--- src/umtrx_ctrl_pkg.sv ---
// Bus widths and data types of the control core
// Settings register map, readback regions and compatibility number
// Boot state enum
package umtrx_ctrl_pkg;

   ////////////////////
   // Widths and types

   localparam int wb_dw  = 32;  // Wishbone data width
   localparam int wb_aw  = 16;  // Byte addresses, 64K space
   localparam int set_aw = 8;   // Settings word index

   typedef logic [set_aw-1:0] set_addr_t;
   typedef logic [wb_dw-1:0]  set_data_t;
   typedef logic [wb_dw-1:0]  wb_data_t;
   typedef logic [wb_aw-1:0]  wb_addr_t;
   typedef logic [63:0]       vita_time_t;  // Seconds high, ticks low

   // Bootloader handover
   typedef enum logic [0:0] {
      BOOT_WAIT = 1'b0,  // Bootloader running
      BOOT_DONE = 1'b1   // Handed over, stays until power-on reset
   } boot_state_t;

   ////////////////////
   // Settings register map

   localparam int SR_MISC_DEF   = 0;    // Misc board control
   localparam int SR_TIME64_DEF = 10;   // VITA time
   localparam int SR_DIVSW_DEF  = 180;  // Diversity switches

   localparam int OFS_CLK  = 0;  // Clock control, LMS resets in bits 6:5
   localparam int OFS_LED  = 3;
   localparam int OFS_PHY  = 4;  // Active high PHY reset
   localparam int OFS_BLDR = 5;  // Bootloader done

   localparam int OFS_TIME_HI  = 0;
   localparam int OFS_TIME_LO  = 1;  // Write here triggers the load
   localparam int OFS_TIME_IMM = 2;  // Bit 0 selects now or next PPS

   localparam int OFS_DIVSW1 = 0;
   localparam int OFS_DIVSW2 = 1;

   // Bump when the register map changes
   localparam wb_data_t COMPAT_NUM_DEF = {16'd9, 16'd0};  // Major, minor

   ////////////////////
   // Wishbone regions

   localparam wb_addr_t SETTINGS_REGION = 16'h7000;
   localparam wb_addr_t SETTINGS_MASK   = 16'hF000;  // 4K window
   localparam wb_addr_t READBACK_REGION = 16'h5C00;
   localparam wb_addr_t READBACK_MASK   = 16'hFC00;  // 1K window

endpackage

--- src/boot_reset_ctrl.sv ---
// Bootloader reset controller
// Turns power-on reset and the bootloader-done flag into the bus reset
`timescale 1ns/1ps

module boot_reset_ctrl (
   input  logic                        wb_clk,
   input  logic                        por_rst,
   input  logic                        bldr_done_i,   // From settings register
   output logic                        bus_rst_o,
   output umtrx_ctrl_pkg::boot_state_t boot_state_o
);
   import umtrx_ctrl_pkg::*;

   boot_state_t state_q;
   logic        bus_rst_q;

   ////////////////////
   // Handover FSM

   always_ff @(posedge wb_clk) begin
      if (por_rst) begin
         state_q   <= BOOT_WAIT;
         bus_rst_q <= 1'b1;        // Held through power-on, one extra cycle after
      end else begin
         case (state_q)
            BOOT_WAIT: begin
               bus_rst_q <= 1'b0;
               if (bldr_done_i) begin
                  // Bootloader finished, reset the bus once for the main image
                  state_q   <= BOOT_DONE;
                  bus_rst_q <= 1'b1;
               end
            end
            BOOT_DONE: begin
               bus_rst_q <= 1'b0;  // Only por_rst leaves this state
            end
            default: begin
               state_q   <= BOOT_WAIT;
               bus_rst_q <= 1'b1;
            end
         endcase
      end
   end

   assign bus_rst_o    = bus_rst_q;
   assign boot_state_o = state_q;

   // Handover is one-way until the next power-on
   a_done_sticky: assert property (@(posedge wb_clk)
      (state_q == BOOT_DONE && !por_rst) |=> (state_q == BOOT_DONE))
      else $error("boot state left BOOT_DONE without por_rst");

endmodule

--- src/vita_timer.sv ---
// 64-bit VITA time counter
// Settings-bus load, immediate or on the next PPS edge
// PPS synchronizer, edge detect and time capture
`timescale 1ns/1ps

module vita_timer #(
   parameter int TIME_BASE = umtrx_ctrl_pkg::SR_TIME64_DEF
) (
   input  logic                       wb_clk,
   input  logic                       bus_rst_i,
   input  logic                       pps_i,           // Asynchronous
   input  logic                       set_stb_i,
   input  umtrx_ctrl_pkg::set_addr_t  set_addr_i,
   input  umtrx_ctrl_pkg::set_data_t  set_data_i,
   output umtrx_ctrl_pkg::vita_time_t vita_time_o,
   output umtrx_ctrl_pkg::vita_time_t vita_time_pps_o
);
   import umtrx_ctrl_pkg::*;

   localparam set_addr_t ADDR_HI  = set_addr_t'(TIME_BASE + OFS_TIME_HI);
   localparam set_addr_t ADDR_LO  = set_addr_t'(TIME_BASE + OFS_TIME_LO);
   localparam set_addr_t ADDR_IMM = set_addr_t'(TIME_BASE + OFS_TIME_IMM);

   logic [31:0] time_hi_q;     // Shadow of the high half
   logic [31:0] time_lo_q;     // Low half kept for an armed load
   logic        imm_q;         // Load now instead of at PPS
   logic        armed_q;       // Load waiting for PPS
   logic [1:0]  pps_sync_q;
   logic        pps_dly_q;
   logic        pps_edge;
   logic        lo_now;
   logic        lo_arm;
   vita_time_t  time_q;
   vita_time_t  time_pps_q;

   assign lo_now   = set_stb_i && (set_addr_i == ADDR_LO) && imm_q;
   assign lo_arm   = set_stb_i && (set_addr_i == ADDR_LO) && !imm_q;
   assign pps_edge = pps_sync_q[1] & ~pps_dly_q;  // Rising edge, acted on next clock

   ////////////////////
   // Settings writes

   always_ff @(posedge wb_clk) begin  // Load value
      if (set_stb_i && set_addr_i == ADDR_HI) time_hi_q <= set_data_i;
      if (lo_arm) time_lo_q <= set_data_i;
   end

   always_ff @(posedge wb_clk) begin
      if (bus_rst_i) begin
         imm_q   <= 1'b0;
         armed_q <= 1'b0;
      end else begin
         if (set_stb_i && set_addr_i == ADDR_IMM) imm_q <= set_data_i[0];
         if (pps_edge) armed_q <= 1'b0;  // Armed load consumed
         if (lo_arm) armed_q <= 1'b1;    // New arm wins over the clear
      end
   end

   ////////////////////
   // PPS and counter

   always_ff @(posedge wb_clk) begin
      if (bus_rst_i) begin
         pps_sync_q <= 2'b00;
         pps_dly_q  <= 1'b0;
         time_q     <= '0;
         time_pps_q <= '0;
      end else begin
         pps_sync_q <= {pps_sync_q[0], pps_i};  // Two-flop synchronizer
         pps_dly_q  <= pps_sync_q[1];
         time_q     <= time_q + 64'd1;          // One tick per clock
         if (pps_edge) begin
            if (armed_q) begin
               time_q     <= {time_hi_q, time_lo_q};
               time_pps_q <= {time_hi_q, time_lo_q};
            end else begin
               time_pps_q <= time_q;            // Snapshot at the edge
            end
         end
         if (lo_now) time_q <= {time_hi_q, set_data_i};
      end
   end

   assign vita_time_o     = time_q;
   assign vita_time_pps_o = time_pps_q;

   // A PPS edge always consumes the armed load unless re-armed in the same cycle
   a_arm_cleared: assert property (@(posedge wb_clk) disable iff (bus_rst_i)
      (pps_edge && !lo_arm) |=> !armed_q)
      else $error("armed load survived a PPS edge");

endmodule

--- src/settings_regs.sv ---
// Wishbone to settings-bus strobe generator
// Board control registers for LMS reset, PHY reset, LEDs,
// diversity switches and the bootloader-done flag
`timescale 1ns/1ps

module settings_regs #(
   parameter int MISC_BASE  = umtrx_ctrl_pkg::SR_MISC_DEF,
   parameter int DIVSW_BASE = umtrx_ctrl_pkg::SR_DIVSW_DEF
) (
   input  logic                      wb_clk,
   input  logic                      bus_rst_i,
   input  umtrx_ctrl_pkg::wb_addr_t  wb_adr_i,
   input  umtrx_ctrl_pkg::wb_data_t  wb_dat_i,
   input  logic                      wb_we_i,
   input  logic                      sel_i,        // Request decoded to this region
   output logic                      wb_ack_o,
   output logic                      set_stb_o,
   output umtrx_ctrl_pkg::set_addr_t set_addr_o,
   output umtrx_ctrl_pkg::set_data_t set_data_o,
   output logic [7:0]                leds_o,
   output logic [1:0]                lms_res_o,
   output logic                      phy_resetn_o,
   output logic                      divsw1_o,
   output logic                      divsw2_o,
   output logic                      bldr_done_o
);
   import umtrx_ctrl_pkg::*;

   localparam set_addr_t ADDR_CLK    = set_addr_t'(MISC_BASE + OFS_CLK);
   localparam set_addr_t ADDR_LED    = set_addr_t'(MISC_BASE + OFS_LED);
   localparam set_addr_t ADDR_PHY    = set_addr_t'(MISC_BASE + OFS_PHY);
   localparam set_addr_t ADDR_BLDR   = set_addr_t'(MISC_BASE + OFS_BLDR);
   localparam set_addr_t ADDR_DIVSW1 = set_addr_t'(DIVSW_BASE + OFS_DIVSW1);
   localparam set_addr_t ADDR_DIVSW2 = set_addr_t'(DIVSW_BASE + OFS_DIVSW2);

   logic       ack_q;
   logic       set_stb_q;
   set_addr_t  set_addr_q;
   set_data_t  set_data_q;
   logic       new_req;      // First cycle of a request
   logic       wr_req;
   set_addr_t  req_addr;     // Word index

   logic [1:0] lms_res_q;    // Bits 6:5 of clock control
   logic [7:0] led_q;
   logic       phy_rst_q;
   logic       bldr_q;
   logic       divsw1_q;
   logic       divsw2_q;

   assign new_req  = sel_i & ~ack_q;  // Ack drops even if stb is held
   assign wr_req   = new_req & wb_we_i;
   assign req_addr = wb_adr_i[set_aw+1:2];

   ////////////////////
   // Ack and strobe

   always_ff @(posedge wb_clk) begin
      if (bus_rst_i) begin
         ack_q     <= 1'b0;
         set_stb_q <= 1'b0;
      end else begin
         ack_q     <= new_req;
         set_stb_q <= wr_req;     // Same cycle as ack
      end
   end

   always_ff @(posedge wb_clk) begin
      if (wr_req) begin
         set_addr_q <= req_addr;
         set_data_q <= wb_dat_i;
      end
   end

   ////////////////////
   // Board registers

   always_ff @(posedge wb_clk) begin
      if (bus_rst_i) begin
         lms_res_q <= 2'b00;
         led_q     <= 8'h00;
         phy_rst_q <= 1'b0;       // PHY running
         bldr_q    <= 1'b0;
         divsw1_q  <= 1'b1;
         divsw2_q  <= 1'b1;
      end else if (wr_req) begin
         case (req_addr)
            ADDR_CLK:    lms_res_q <= wb_dat_i[6:5];
            ADDR_LED:    led_q     <= wb_dat_i[7:0];
            ADDR_PHY:    phy_rst_q <= wb_dat_i[0];
            ADDR_BLDR:   bldr_q    <= wb_dat_i[0];
            ADDR_DIVSW1: divsw1_q  <= wb_dat_i[0];
            ADDR_DIVSW2: divsw2_q  <= wb_dat_i[0];
            default: ;            // Other words only go out on the bus
         endcase
      end
   end

   assign wb_ack_o     = ack_q;
   assign set_stb_o    = set_stb_q;
   assign set_addr_o   = set_addr_q;
   assign set_data_o   = set_data_q;
   assign leds_o       = led_q;    // Software value only
   assign lms_res_o    = lms_res_q;
   assign phy_resetn_o = ~phy_rst_q;
   assign divsw1_o     = divsw1_q;
   assign divsw2_o     = divsw2_q;
   assign bldr_done_o  = bldr_q;

   // Single-cycle accesses only
   a_ack_single: assert property (@(posedge wb_clk) disable iff (bus_rst_i)
      ack_q |=> !ack_q)
      else $error("settings ack high two cycles running");

endmodule

--- src/readback_mux.sv ---
// Sixteen-word Wishbone readback
// Time, PPS time, compatibility number and board status
`timescale 1ns/1ps

module readback_mux #(
   parameter umtrx_ctrl_pkg::wb_data_t COMPAT_NUM = umtrx_ctrl_pkg::COMPAT_NUM_DEF
) (
   input  logic                       wb_clk,
   input  logic                       bus_rst_i,
   input  logic                       sel_i,
   input  umtrx_ctrl_pkg::wb_addr_t   wb_adr_i,
   input  umtrx_ctrl_pkg::vita_time_t vita_time_i,
   input  umtrx_ctrl_pkg::vita_time_t vita_time_pps_i,
   input  logic [2:0]                 status_bits_i,  // aux_ld2, aux_ld1, button
   output umtrx_ctrl_pkg::wb_data_t   wb_dat_o,
   output logic                       wb_ack_o
);
   import umtrx_ctrl_pkg::*;

   logic     ack_q;
   logic     new_req;
   wb_data_t word_sel;
   wb_data_t dat_q;

   assign new_req = sel_i & ~ack_q;

   // Word index from address bits 5:2
   always_comb begin
      case (wb_adr_i[5:2])
         4'd10:   word_sel = vita_time_i[63:32];
         4'd11:   word_sel = vita_time_i[31:0];
         4'd12:   word_sel = COMPAT_NUM;
         4'd13:   word_sel = {13'd0, status_bits_i, 16'd0};
         4'd14:   word_sel = vita_time_pps_i[63:32];
         4'd15:   word_sel = vita_time_pps_i[31:0];
         default: word_sel = '0;  // Unused words
      endcase
   end

   always_ff @(posedge wb_clk) begin
      if (bus_rst_i) ack_q <= 1'b0;
      else           ack_q <= new_req;
   end

   always_ff @(posedge wb_clk) begin
      if (new_req) dat_q <= word_sel;  // Valid together with ack
   end

   assign wb_dat_o = dat_q;
   assign wb_ack_o = ack_q;

   // No ack without a request
   a_ack_req: assert property (@(posedge wb_clk) disable iff (bus_rst_i)
      ack_q |-> $past(sel_i))
      else $error("readback ack without request");

endmodule

--- src/umtrx_ctrl_top.sv ---
// Control core top level
// Wishbone region decode, unmapped-address ack, ack and read data merge
// Reset controller, settings registers, VITA timer and readback instances
`timescale 1ns/1ps

module umtrx_ctrl_top #(
   parameter int                       MISC_BASE  = umtrx_ctrl_pkg::SR_MISC_DEF,
   parameter int                       TIME_BASE  = umtrx_ctrl_pkg::SR_TIME64_DEF,
   parameter int                       DIVSW_BASE = umtrx_ctrl_pkg::SR_DIVSW_DEF,
   parameter umtrx_ctrl_pkg::wb_data_t COMPAT_NUM = umtrx_ctrl_pkg::COMPAT_NUM_DEF
) (
   input  logic                     wb_clk,
   input  logic                     por_rst,
   input  logic                     pps_i,
   input  logic                     button_i,
   input  logic                     aux_ld1_i,
   input  logic                     aux_ld2_i,
   // Wishbone slave
   input  umtrx_ctrl_pkg::wb_addr_t wb_adr_i,
   input  umtrx_ctrl_pkg::wb_data_t wb_dat_i,
   input  logic                     wb_we_i,
   input  logic                     wb_stb_i,
   input  logic                     wb_cyc_i,
   output umtrx_ctrl_pkg::wb_data_t wb_dat_o,
   output logic                     wb_ack_o,
   // Board pins
   output logic [7:0]               leds_o,
   output logic [1:0]               lms_res_o,
   output logic                     phy_resetn_o,
   output logic                     divsw1_o,
   output logic                     divsw2_o,
   output logic                     boot_done_o
);
   import umtrx_ctrl_pkg::*;

   logic        bus_rst;
   boot_state_t boot_state;
   logic        bldr_done;
   logic        req;
   logic        set_sel, rb_sel, nomap_sel;
   logic        set_ack, rb_ack, nomap_ack_q;
   wb_data_t    rb_dat;
   logic        set_stb;
   set_addr_t   set_addr;
   set_data_t   set_data;
   vita_time_t  vita_time, vita_time_pps;

   ////////////////////
   // Address decode

   assign req       = wb_stb_i & wb_cyc_i;
   assign set_sel   = req && ((wb_adr_i & SETTINGS_MASK) == SETTINGS_REGION);
   assign rb_sel    = req && ((wb_adr_i & READBACK_MASK) == READBACK_REGION);
   assign nomap_sel = req & ~set_sel & ~rb_sel;

   always_ff @(posedge wb_clk) begin  // Unmapped access, ack and ignore
      if (bus_rst) nomap_ack_q <= 1'b0;
      else         nomap_ack_q <= nomap_sel & ~nomap_ack_q;
   end

   assign wb_ack_o    = set_ack | rb_ack | nomap_ack_q;
   assign wb_dat_o    = rb_ack ? rb_dat : '0;  // Settings and unmapped read zero
   assign boot_done_o = (boot_state == BOOT_DONE);

   ////////////////////
   // Blocks

   boot_reset_ctrl i_boot_reset_ctrl (
      .wb_clk(wb_clk), .por_rst(por_rst), .bldr_done_i(bldr_done),
      .bus_rst_o(bus_rst), .boot_state_o(boot_state));

   settings_regs #(.MISC_BASE(MISC_BASE), .DIVSW_BASE(DIVSW_BASE)) i_settings_regs (
      .wb_clk(wb_clk), .bus_rst_i(bus_rst),
      .wb_adr_i(wb_adr_i), .wb_dat_i(wb_dat_i), .wb_we_i(wb_we_i), .sel_i(set_sel),
      .wb_ack_o(set_ack),
      .set_stb_o(set_stb), .set_addr_o(set_addr), .set_data_o(set_data),
      .leds_o(leds_o), .lms_res_o(lms_res_o), .phy_resetn_o(phy_resetn_o),
      .divsw1_o(divsw1_o), .divsw2_o(divsw2_o), .bldr_done_o(bldr_done));

   vita_timer #(.TIME_BASE(TIME_BASE)) i_vita_timer (
      .wb_clk(wb_clk), .bus_rst_i(bus_rst), .pps_i(pps_i),
      .set_stb_i(set_stb), .set_addr_i(set_addr), .set_data_i(set_data),
      .vita_time_o(vita_time), .vita_time_pps_o(vita_time_pps));

   readback_mux #(.COMPAT_NUM(COMPAT_NUM)) i_readback_mux (
      .wb_clk(wb_clk), .bus_rst_i(bus_rst), .sel_i(rb_sel), .wb_adr_i(wb_adr_i),
      .vita_time_i(vita_time), .vita_time_pps_i(vita_time_pps),
      .status_bits_i({aux_ld2_i, aux_ld1_i, button_i}),
      .wb_dat_o(rb_dat), .wb_ack_o(rb_ack));

endmodule

--- config.mk ---
export PLATFORM = sky130hd
export DESIGN_NAME = umtrx_ctrl_top
export DESIGN_NICKNAME = d
export VERILOG_FILES = /design/src/umtrx_ctrl_pkg.sv /design/src/boot_reset_ctrl.sv /design/src/vita_timer.sv /design/src/settings_regs.sv /design/src/readback_mux.sv /design/src/umtrx_ctrl_top.sv
export SDC_FILE = /design/constraint.sdc
export NUM_CORES = 1
export LEC_CHECK = 0
export BUFFER_PORTS_ARGS = -buffer_cell sky130_fd_sc_hd__buf_2
export CAP_MARGIN = 30
export CORE_MARGIN = 1
export CORE_UTILIZATION = 60
export DETAILED_ROUTE_END_ITERATION = 16
export PLACE_DENSITY = 0.8
export SLEW_MARGIN = 20
export SYNTH_ARGS = -nofsm -noshare
export SYNTH_HDL_FRONTEND = slang
export SYNTH_SLANG_ARGS = --single-unit
--- constraint.sdc ---
create_clock -name wb_clk -period 8.85 [get_ports wb_clk]
set_input_delay 0.885 -clock wb_clk [delete_from_list [all_inputs] [get_ports wb_clk]]
set_output_delay 0.885 -clock wb_clk [all_outputs]
set_load 0.005 [all_outputs]
==> impl_metrics.tcl, run 1 <==
set metrics [dict create \
    ys_warn_count 0 \
    fin_nets 1315 \
    fin_cells 1549 \
    endpoint "i_vita_timer.vita_time_o[49]" \
    clkTransAtPathRegs_ns 0.06 \
    drc 0 \
    power.density_mw_per_mm2 193 \
    peakVddDrop_mv 0.172 \
    port_buffers 101 \
    required_ns 9.29 \
    synth_fa_ha_area_share_pct 0.0988 \
    max_freq_mhz 312 \
    worstPathArrival_ns 3.64 \
    ys_ff_latch 289 \
    synth_flop_cell "dfxtp_1" \
    gp_congestion 0.857 \
    firstDrtPassIters 6 \
    drt-total-wl_mm 32.2 \
    grt_use_met2_pct 47.1 \
    p_leak_uw 0.00494 \
    ys_types 56 \
    end_kind "flip-flop" \
    place_inst 1493 \
    worstSetupPathType "reg -> reg" \
    cp-start-kind "flip-flop" \
    diodes 0 \
    busiest_layer "met2" \
    syn_avg_cell_area_um2 10.5 \
    clockBufferDepth 3 \
    fin_skew_ns 0.00886 \
    hold_viol 0 \
    num_vias 9742 \
    cts_tree "done" \
    post_cts_resized 0 \
    syn-cell-area_mm2 0.0127 \
    synth_seq_area_share_pct 56.5 \
    cts_made_buffers 29 \
    post_cts_buffers 0 \
    cp-startpoint "i_vita_timer.vita_time_o[2]" \
    drt-initial-drc-count 1231 \
    design_area_mm2 0.0143 \
    slew_headroom_pct 34.9 \
    grt_pass1_vias 9289 \
    clkLatencyLatePin_ns 0.54 \
    tns_ns 0 \
    synth-edff-count 136 \
    h-tree-depth 1 \
    die_w_um 147 \
    synth_top_family_by_area "simple AND/OR/NAND/NOR gates" \
    synth_fp_nets 1260 \
    outcome "finished, final reports clean" \
    synth_mux_area_share_pct 5.80 \
    min_period_over_period_pct 36.2 \
    r2r-start "i_vita_timer.vita_time_o[2]" \
    synth-compound-area-share_pct 12.2 \
    synthXorXnorAreaFrac_pct 4.01 \
    tightest_slew_ns 0.967 \
    r2r_end "i_vita_timer.vita_time_o[49]" \
    path_max_fanout 18 \
    hpwl_mm 20.1 \
    overflow 0 \
    fin_crit_ns 3.20 \
    synth_largest_area_cell "edfxtp_1" \
    area_delta_synth_final_pct 13.1 \
    grt_start_max_net_pins 86 \
    synth.area.top_cells "edfxtp_1 (32%), dfxtp_1 (24%), a211oi_1 (5.8%)" \
    clock-root-buffer "clkbuf_16" \
    synthSimpleGateAreaFrac_pct 18.2 \
    min_path_type "reg -> reg" \
    grt_pass1_wl_mm 50.5 \
    place_area_mm2 0.0133 \
    pin_count 104 \
    track_usage_pct 29.8 \
    whs_ns 0.424 \
    drive_gt1_share_pct 15.1 \
    grt_use_met1_pct 41.7 \
    async_flop_share_pct 0 \
    core_mm2 0.0204 \
    rsz0062_at_grt "false" \
    wl_per_cell_um 20.8 \
    hold_buffers 0 \
    drv_slew 0 \
    avgViaCountPerCell 6.29 \
    r2r_slack_ns 5.65 \
    synth_top_area_share_pct 32.3 \
    ant_nets 0 \
    setup_violations 0 \
    die_h_um 147 \
    cts.sink_count 289 \
    start_util_pct 62.0 \
    die-area_mm2 0.0217 \
    synthCells 1202 \
    rows 52 \
    reg2regPathDepth 6 \
    max_cap_viol_count 0 \
    antenna_found_initial 0 \
    use_met3_pct 5.00 \
]
-- Yosys cell counts (11+ instances only) --
library cell	count
edfxtp_1	136
nor3_1	12
a211oi_1	98
nor2_1	140
a222oi_1	29
mux2i_1	70
nor2b_1	13
a31oi_1	11
xnor2_1	27
a21oi_1	29
clkbuf_1	71
nand4_1	30
and3_1	17
and2_1	38
nand3_1	40
dfxtp_1	153
nand2_1	141
xor2_1	31
-- placed cells by master (no fill, tap or decap), types with 3 or more instances in the layout --
master	synthesis	final
nor2b_1	13	12
a22oi_1	4	4
mux2i_1	70	70
nand4_1	30	30
or3_1	5	5
mux2_2	3	3
a211oi_1	98	98
nor3b_2	0	3
inv_1	6	6
xnor2_1	27	27
a211o_1	3	3
buf_4	1	13
nand2_1	141	141
and2_1	38	38
a211oi_2	3	3
and3_1	17	16
o21ai_0	9	9
o22ai_1	5	5
nor2_1	140	136
edfxtp_1	136	136
nor3_1	12	11
clkinv_2	0	9
a222oi_1	29	29
a21oi_1	29	29
nand3_1	40	40
a31oi_1	11	11
clkbuf_1	71	3
buf_2	10	102
a22o_1	3	3
o211ai_1	4	4
and4_1	7	7
clkbuf_16	0	33
dfxtp_1	153	151
nor4_1	10	10
xor2_1	31	31
a311oi_1	3	3
-- cell type report --
class / count / area (um^2)
Clock inverter: 15 / 130
Tap cell: 270 / 338
Inverter: 6 / 22.5
Timing Repair Buffer: 117 / 651
Sequential cell: 289 / 7150
Fill cell: 1502 / 6110
Multi-Input combinational cell: 814 / 5160
Clock buffer: 38 / 865
-- flip-flops by register name, indices dropped and copies added (netlist names), 2 cells and up --
signal and flops:
i_readback_mux.wb_dat_o 32, i_settings_regs.leds_o 8, i_settings_regs.lms_res_o 2, i_settings_regs.set_addr_o 8
i_settings_regs.set_data_o 32, i_vita_timer.pps_sync_q 2, i_vita_timer.time_hi_q 32, i_vita_timer.time_lo_q 32
i_vita_timer.vita_time_o 64, i_vita_timer.vita_time_pps_o 64
-- where the power goes --
part | switching (uW) | internal (uW) | total, uW
registers | 16.1 | 1410 | 1420
logic | 47.6 | 29.8 | 77.3
clock network | 510 | 745 | 1250
-- logic make-up (layout without fill, tap and decap cells) --
| logic type | after synthesis | count (layout) |
|---|---|---|
| AOI/OAI and AO/OA | 208 | 208 |
| xor gates and xnor gates | 58 | 58 |
| adders and majority gates | 1 | 1 |
| buffers and inverters | 99 | 176 |
| DFF | 289 | 289 |
| muxes | 73 | 73 |
| and+or+nand+nor | 474 | 474 |
-- layer usage --
metal  vias to the layer above  part of all wire [%]
met5                         -                     0
met4                         0                   2.9
met3                        72                   9.4
met2                       518                    46
met1                      4622                    42
li1                       4530                     -
-- per-stage QoR --
stage	total power, uW	setup slack, ns	util, %
5_1_grt	2830	5.56	70.1
3_3_place_gp	1520	5.53	65.0
6_report	2760	5.65	70.1
4_1_cts	2760	5.57	69.9
2_1_floorplan	1500	3.33	-
3_5_place_dp	1530	5.43	65.0
-- how the worst min path moves through the flow --
stage                              to  slack [ns]  cells past startpoint   startpoint
after CTS                 nomap_ack_q        0.42                      1  nomap_ack_q
after detailed placement  nomap_ack_q        0.41                      1  nomap_ack_q
final                     nomap_ack_q        0.42                      1  nomap_ack_q
after global placement    nomap_ack_q        0.41                      1  nomap_ack_q
after global routing      nomap_ack_q        0.44                      1  nomap_ack_q
after floorplan           nomap_ack_q        0.39                      1  nomap_ack_q
-- critical path, cell delays in order (launching register included) --
cell	delay [ns]
dfxtp_1	0.51
nand3_1	0.42
nor4_4	0.70
and3_1	0.80
nand2_1	0.22
xor2_1	0.20
a211oi_1	0.25
Note: power is estimated with default switching activity, not from simulation.
==> inputs of run 2 (changes only) <==
--- a/config.mk
+++ b/config.mk
@@ -8,9 +8,9 @@
 export BUFFER_PORTS_ARGS = -buffer_cell sky130_fd_sc_hd__buf_2
 export CAP_MARGIN = 30
 export CORE_MARGIN = 1
-export CORE_UTILIZATION = 60
+export CORE_UTILIZATION = 54
 export DETAILED_ROUTE_END_ITERATION = 16
-export PLACE_DENSITY = 0.8
+export PLACE_DENSITY = 0.76
 export SLEW_MARGIN = 20
 export SYNTH_ARGS = -nofsm -noshare
 export SYNTH_HDL_FRONTEND = slang
==> constraint.sdc (replaced) <==
create_clock -name wb_clk -period 2.9 [get_ports wb_clk]
set_input_delay 0.29 -clock wb_clk [delete_from_list [all_inputs] [get_ports wb_clk]]
set_output_delay 0.29 -clock wb_clk [all_outputs]
set_load 0.005 [all_outputs]
==> impl_metrics.tcl, run 2 (same netlist as run 1, synthesis figures left out) <==
set metrics [dict create \
    grt_pass1_wl_mm 52.2 \
    holdCritStartpoint "wb_dat_i[0]" \
    path_max_fanout 8 \
    die_h_um 155 \
    cp_slowest_cell "or4_1" \
    utilization_pct 65.7 \
    cpPeakStageDelay_ns 0.69 \
    pwr-share-comb_pct 3.4 \
    overflow 0 \
    die_w_um 155 \
    firstDrtPassIters 5 \
    cp-startpoint "i_vita_timer.vita_time_o[34]" \
    tns_ns 0 \
    fin_crit_ns 2.54 \
    track_usage_pct 27.9 \
    min_path_type "in -> reg" \
    drv_slew 0 \
    start_util_pct 55.4 \
    p_seq_share_pct 49.7 \
    tightest_slew_ns 0.939 \
    worstSetupPathType "reg -> reg" \
    clkLatencyLatePin_ns 0.56 \
    drc 0 \
    drive_gt1_share_pct 15.6 \
    worst_slack_ns 0.363 \
    slew_headroom_pct 37.4 \
    port_buffers 101 \
    num_vias 9874 \
    rows 55 \
    r2r_end "i_vita_timer.vita_time_o[48]" \
    min_period_over_period_pct 87.5 \
    die-area_mm2 0.0241 \
    final_common_cell "dfxtp_1" \
    worstPathArrival_ns 2.99 \
    crit_buf_inv 0 \
    avgViaCountPerCell 5.98 \
    r2r_slack_ns 0.36 \
    power.density_mw_per_mm2 582 \
    switching_share_pct 20.1 \
    r2r-start "i_vita_timer.vita_time_o[34]" \
    cts_made_buffers 30 \
    total_power_uw 8730 \
    post_cts_resized 0 \
    h-tree-depth 1 \
    outcome "finished, final reports clean" \
    cp.depth 6 \
    power.switching_uw 1760 \
    power_frac_clock_pct 47.0 \
    pin_count 104 \
    hold_viol 0 \
    core_mm2 0.0228 \
    gp_congestion 0.863 \
    p_leak_uw 0.00524 \
    rsz0062_at_grt "false" \
    setup_violations 0 \
    area_delta_synth_final_pct 18.5 \
    cts_tree "done" \
    clockBufferDepth 3 \
    clkTransAtPathRegs_ns 0.06 \
    reg2regPathDepth 6 \
    p_int_uw 6980 \
    grt_start_max_net_pins 144 \
    fin_skew_ns 0.0168 \
    drt-total-wl_mm 33.0 \
    hpwl_mm 21.2 \
    antenna_found_initial 2 \
    grt_pass1_vias 9590 \
    cp_cell_sequence "nand4_1, or4_1, nor2_1, nand3_1, xor2_1, a211oi_1" \
    endpoint "i_vita_timer.vita_time_o[48]" \
    post_cts_buffers 0 \
    wl_per_cell_um 20.0 \
    final_cell_mix "dfxtp_1 (151), nand2_1 (141), nor2_1 (136), edfxtp_1 (136), buf_2 (101)" \
    drt-initial-drc-count 950 \
    diodes 0 \
    max_freq_mhz 394 \
    ant_nets 0 \
    pre_cts_ws_ns 0.468 \
    end_kind "flip-flop" \
    cts.sink_count 289 \
    clock-root-buffer "clkbuf_16" \
    path_delay_family "simple AND/OR/NAND/NOR gates" \
    fin_nets 1372 \
    cp-start-kind "flip-flop" \
    peakVddDrop_mv 0.589 \
    max_cap_viol_count 0 \
    n_fill_cell 1768 \
    required_ns 3.35 \
]
[run 2: cell types whose count changed in the layout (fill, tap and decap cells not counted), sizes merged]
cell,before,now
clkinvlp,2,0
dlygate4sd3,0,38
clkinv,10,6
buf,117,135
clkbuf,38,44
bufinv,2,5
[run 2: worst min path at each step]
stage / slack (ns) / endpoint / cells past startpoint
after global routing: 0.005 / i_settings_regs.set_data_o[0] / 1
after detailed placement: 0.42 / nomap_ack_q / 1
after CTS: 0.0005 / i_settings_regs.set_data_o[0] / 1
final: 0.007 / i_settings_regs.set_data_o[0] / 1
after floorplan: 0.36 / i_boot_reset_ctrl.boot_state_o / 1
after global placement: 0.40 / nomap_ack_q / 1
[run 2: what timing repair did]
action	4_1_cts	5_1_grt
hold buffers	38	0
endpoints found under the setup margin	0	0
endpoints found under the hold margin	45	0
[run 2: power groups by stage]
stage | logic [uW] | clock network, uW | registers (uW)
5_1_grt | 321 | 4310 | 4340
3_5_place_dp | 248 | 0 | 4420
3_3_place_gp | 240 | 0 | 4420
2_1_floorplan | 156 | 0 | 4410
6_report | 293 | 4100 | 4340
4_1_cts | 288 | 4150 | 4330
[run 2: cell type report]
class | count | area [um^2] | share of cell area [%]
inverters | 6 | 22.5 | 0.150
multi-input cells | 814 | 5180 | 34.5
well taps | 313 | 392 | 2.61
repair buffers | 173 | 1180 | 7.87
flip-flops and latches | 289 | 7150 | 47.7
clock buffers | 44 | 885 | 5.90
clock inverters | 12 | 190 | 1.27
[run 2: layer usage]
metal  track usage, %  wire [um]  share of wire [%]  up-vias
met1             38.6      14000                 42     4689
met3             5.01       3010                9.1       78
met2             44.2      14900                 45      451
met4             9.62       1030                3.1        4
li1                 -          -                  -     4652
met5                0         23              0.070        -
[run 2: through the flow]
| stage | cell area [um^2] | std cells | hold WS, ns |
|---|---|---|---|
| 2_1_floorplan | 12700 | 1202 | 0.362 |
| 3_3_place_gp | 13500 | 1554 | 0.402 |
| 3_5_place_dp | 13500 | 1556 | 0.420 |
| 4_1_cts | 15000 | 1650 | 0.000516 |
| 5_1_grt | 15000 | 1651 | 0.00467 |
| 6_report | 15000 | 1651 | 0.00654 |
==> inputs of run 3 (changes only) <==
--- a/config.mk
+++ b/config.mk
@@ -11,6 +11,7 @@
 export CORE_UTILIZATION = 54
 export DETAILED_ROUTE_END_ITERATION = 16
 export PLACE_DENSITY = 0.76
+export RECOVER_POWER = 25
 export SLEW_MARGIN = 20
 export SYNTH_ARGS = -nofsm -noshare
 export SYNTH_HDL_FRONTEND = slang
==> impl_metrics.tcl, run 3 (same netlist as run 1, synthesis figures left out) <==
set metrics [dict create \
    outcome "complete, but fails checks" \
    violations "max-capacitance violations, max-slew violations" \
    drv_slew 144 \
    fin_cells 1651 \
    ant_nets 0 \
    max_freq_mhz 390 \
    final_common_cell "dfxtp_1" \
    regArea_mm2 0.00715 \
    drt-initial-drc-count 981 \
    fin_nets 1372 \
    multi_input_area_mm2 0.00518 \
    min_period_over_period_pct 88.4 \
    worstHoldEndpoint "nomap_ack_q" \
    top_layer_used "met5" \
    max_cap_viol_count 1 \
    rsz0062_at_grt "false" \
    peakVddDrop_mv 0.590 \
    fin_crit_ns 2.56 \
    worstPathArrival_ns 2.98 \
    cp_slowest_cell "or4_1" \
    power.density_mw_per_mm2 584 \
    port_buffers 101 \
    cpPeakStageDelay_ns 0.69 \
    start_util_pct 55.4 \
    track_usage_pct 27.9 \
    fin_skew_ns 0.0189 \
    p_seq_share_pct 49.6 \
    tns_ns 0 \
    setup_violations 0 \
    slew_headroom_pct -20.7 \
    cts_tree "done" \
    grt_start_max_net_pins 144 \
    hold_viol 0 \
    r2r_end "i_vita_timer.vita_time_o[48]" \
    clock-root-buffer "clkbuf_16" \
    required_ns 3.32 \
    tightest_slew_ns 1.81 \
    cp_cell_sequence "nand4_1, or4_1, nor2_1, nand3_1, xor2_1, a211oi_1" \
    firstDrtPassIters 7 \
    drc 0 \
    diodes 0 \
    area_delta_synth_final_pct 18.2 \
    path_max_fanout 8 \
    min_path_type "in -> reg" \
    worstSetupPathType "reg -> reg" \
    post_cts_buffers 0 \
    core_mm2 0.0228 \
    hpwl_mm 21.2 \
    rows 55 \
    cp-start-kind "flip-flop" \
    avgViaCountPerCell 5.98 \
    die-area_mm2 0.0241 \
    overflow 0 \
    die_w_um 155 \
    h-tree-depth 1 \
    power.switching_uw 1770 \
    drive_gt1_share_pct 14.5 \
    gp_congestion 0.863 \
    place_inst 1556 \
    final_cell_mix "dfxtp_1 (152), nand2_1 (141), nor2_1 (136), edfxtp_1 (136), a211oi_1 (98)" \
    p_int_uw 6970 \
    antenna_found_initial 2 \
    r2r_slack_ns 0.34 \
    die_h_um 155 \
    n_fill_cell 1781 \
    wl_per_cell_um 20.1 \
    cts_made_buffers 30 \
    cts.sink_count 289 \
    reg2regPathDepth 6 \
    worstHoldPathCells 4 \
    switching_share_pct 20.2 \
    pwr-share-comb_pct 3.3 \
    grt_pass1_wl_mm 52.2 \
    p_leak_uw 0.00520 \
    wl_met2_mm 15.2 \
    total_power_uw 8740 \
    clockBufferDepth 3 \
    drt-total-wl_mm 33.1 \
    clkTransAtPathRegs_ns 0.06 \
    r2r-start "i_vita_timer.vita_time_o[34]" \
    end_kind "flip-flop" \
    clkLatencyLatePin_ns 0.56 \
    grt_pass1_vias 9590 \
    power_frac_clock_pct 47.1 \
    holdCritStartpoint "wb_adr_i[10]" \
    wl_met1_mm 14.1 \
    met3WireLength_mm 2.97 \
    num_vias 9875 \
    pin_count 104 \
]
run 3: cell count changes in the layout (fill, tap and decap cells not counted), sizes merged:
cell | before | now
clkbuf | 44 | 59
buf | 135 | 120
run 3: worst max path at each step:
stage / start / to / cells past startpoint
6_report: i_vita_timer.vita_time_o[34] / i_vita_timer.vita_time_o[48] / 6
5_1_grt: i_vita_timer.vita_time_o[41] / i_vita_timer.vita_time_o[48] / 6
4_1_cts: i_vita_timer.vita_time_o[34] / i_vita_timer.vita_time_o[48] / 6
3_5_place_dp: i_vita_timer.vita_time_o[41] / i_vita_timer.vita_time_o[48] / 6
3_3_place_gp: i_vita_timer.vita_time_o[41] / i_vita_timer.vita_time_o[63] / 6
2_1_floorplan: wb_adr_i[15] / i_settings_regs.lms_res_o[0] / 6
run 3: critical path: cells and delay by family (launching register included):
kind / cells / cell delay (ns)
flops: 1 / 0.50
xor+xnor: 1 / 0.17
compound gates: 1 / 0.30
simple gates: 4 / 1.48
run 3: repair_timing:
action                                 in CTS  in global routing
hold buffers                               38                  0
endpoints found under the hold margin      45                  0
gates resized for setup                     0                  0
setup endpoints to repair                   0                  0
run 3: power by group through the flow:
stage	Combinational, uW	Sequential, uW	Clock [uW]
after CTS	288	4330	4150
final	290	4340	4110
after global routing	317	4340	4310
after floorplan	156	4410	0
after detailed placement	248	4420	0
after global placement	240	4420	0
run 3: final cells by class:
class	instances	area share, %
Inverter	6	0.150
Sequential cell	289	47.8
Clock buffer	44	5.91
Timing Repair Buffer	173	7.69
Tap cell	313	2.62
Clock inverter	12	1.27
Multi-Input combinational cell	814	34.6
run 3: layer usage:
layer	track usage, %	up-vias
met5	0	-
met4	9.62	4
met3	5.01	70
met2	44.2	439
met1	38.6	4721
li1	-	4641
run 3: through the flow:
stage,utilization (%),worst slack [ns],cell area [um^2],hold WS [ns]
6_report,65.5,0.338,15000,0.0569
5_1_grt,65.5,0.224,15000,0.0798
4_1_cts,65.6,0.377,15000,0.000516
3_5_place_dp,59.2,0.468,13500,0.420
3_3_place_gp,59.1,0.534,13500,0.402
2_1_floorplan,-,0.0681,12700,0.362
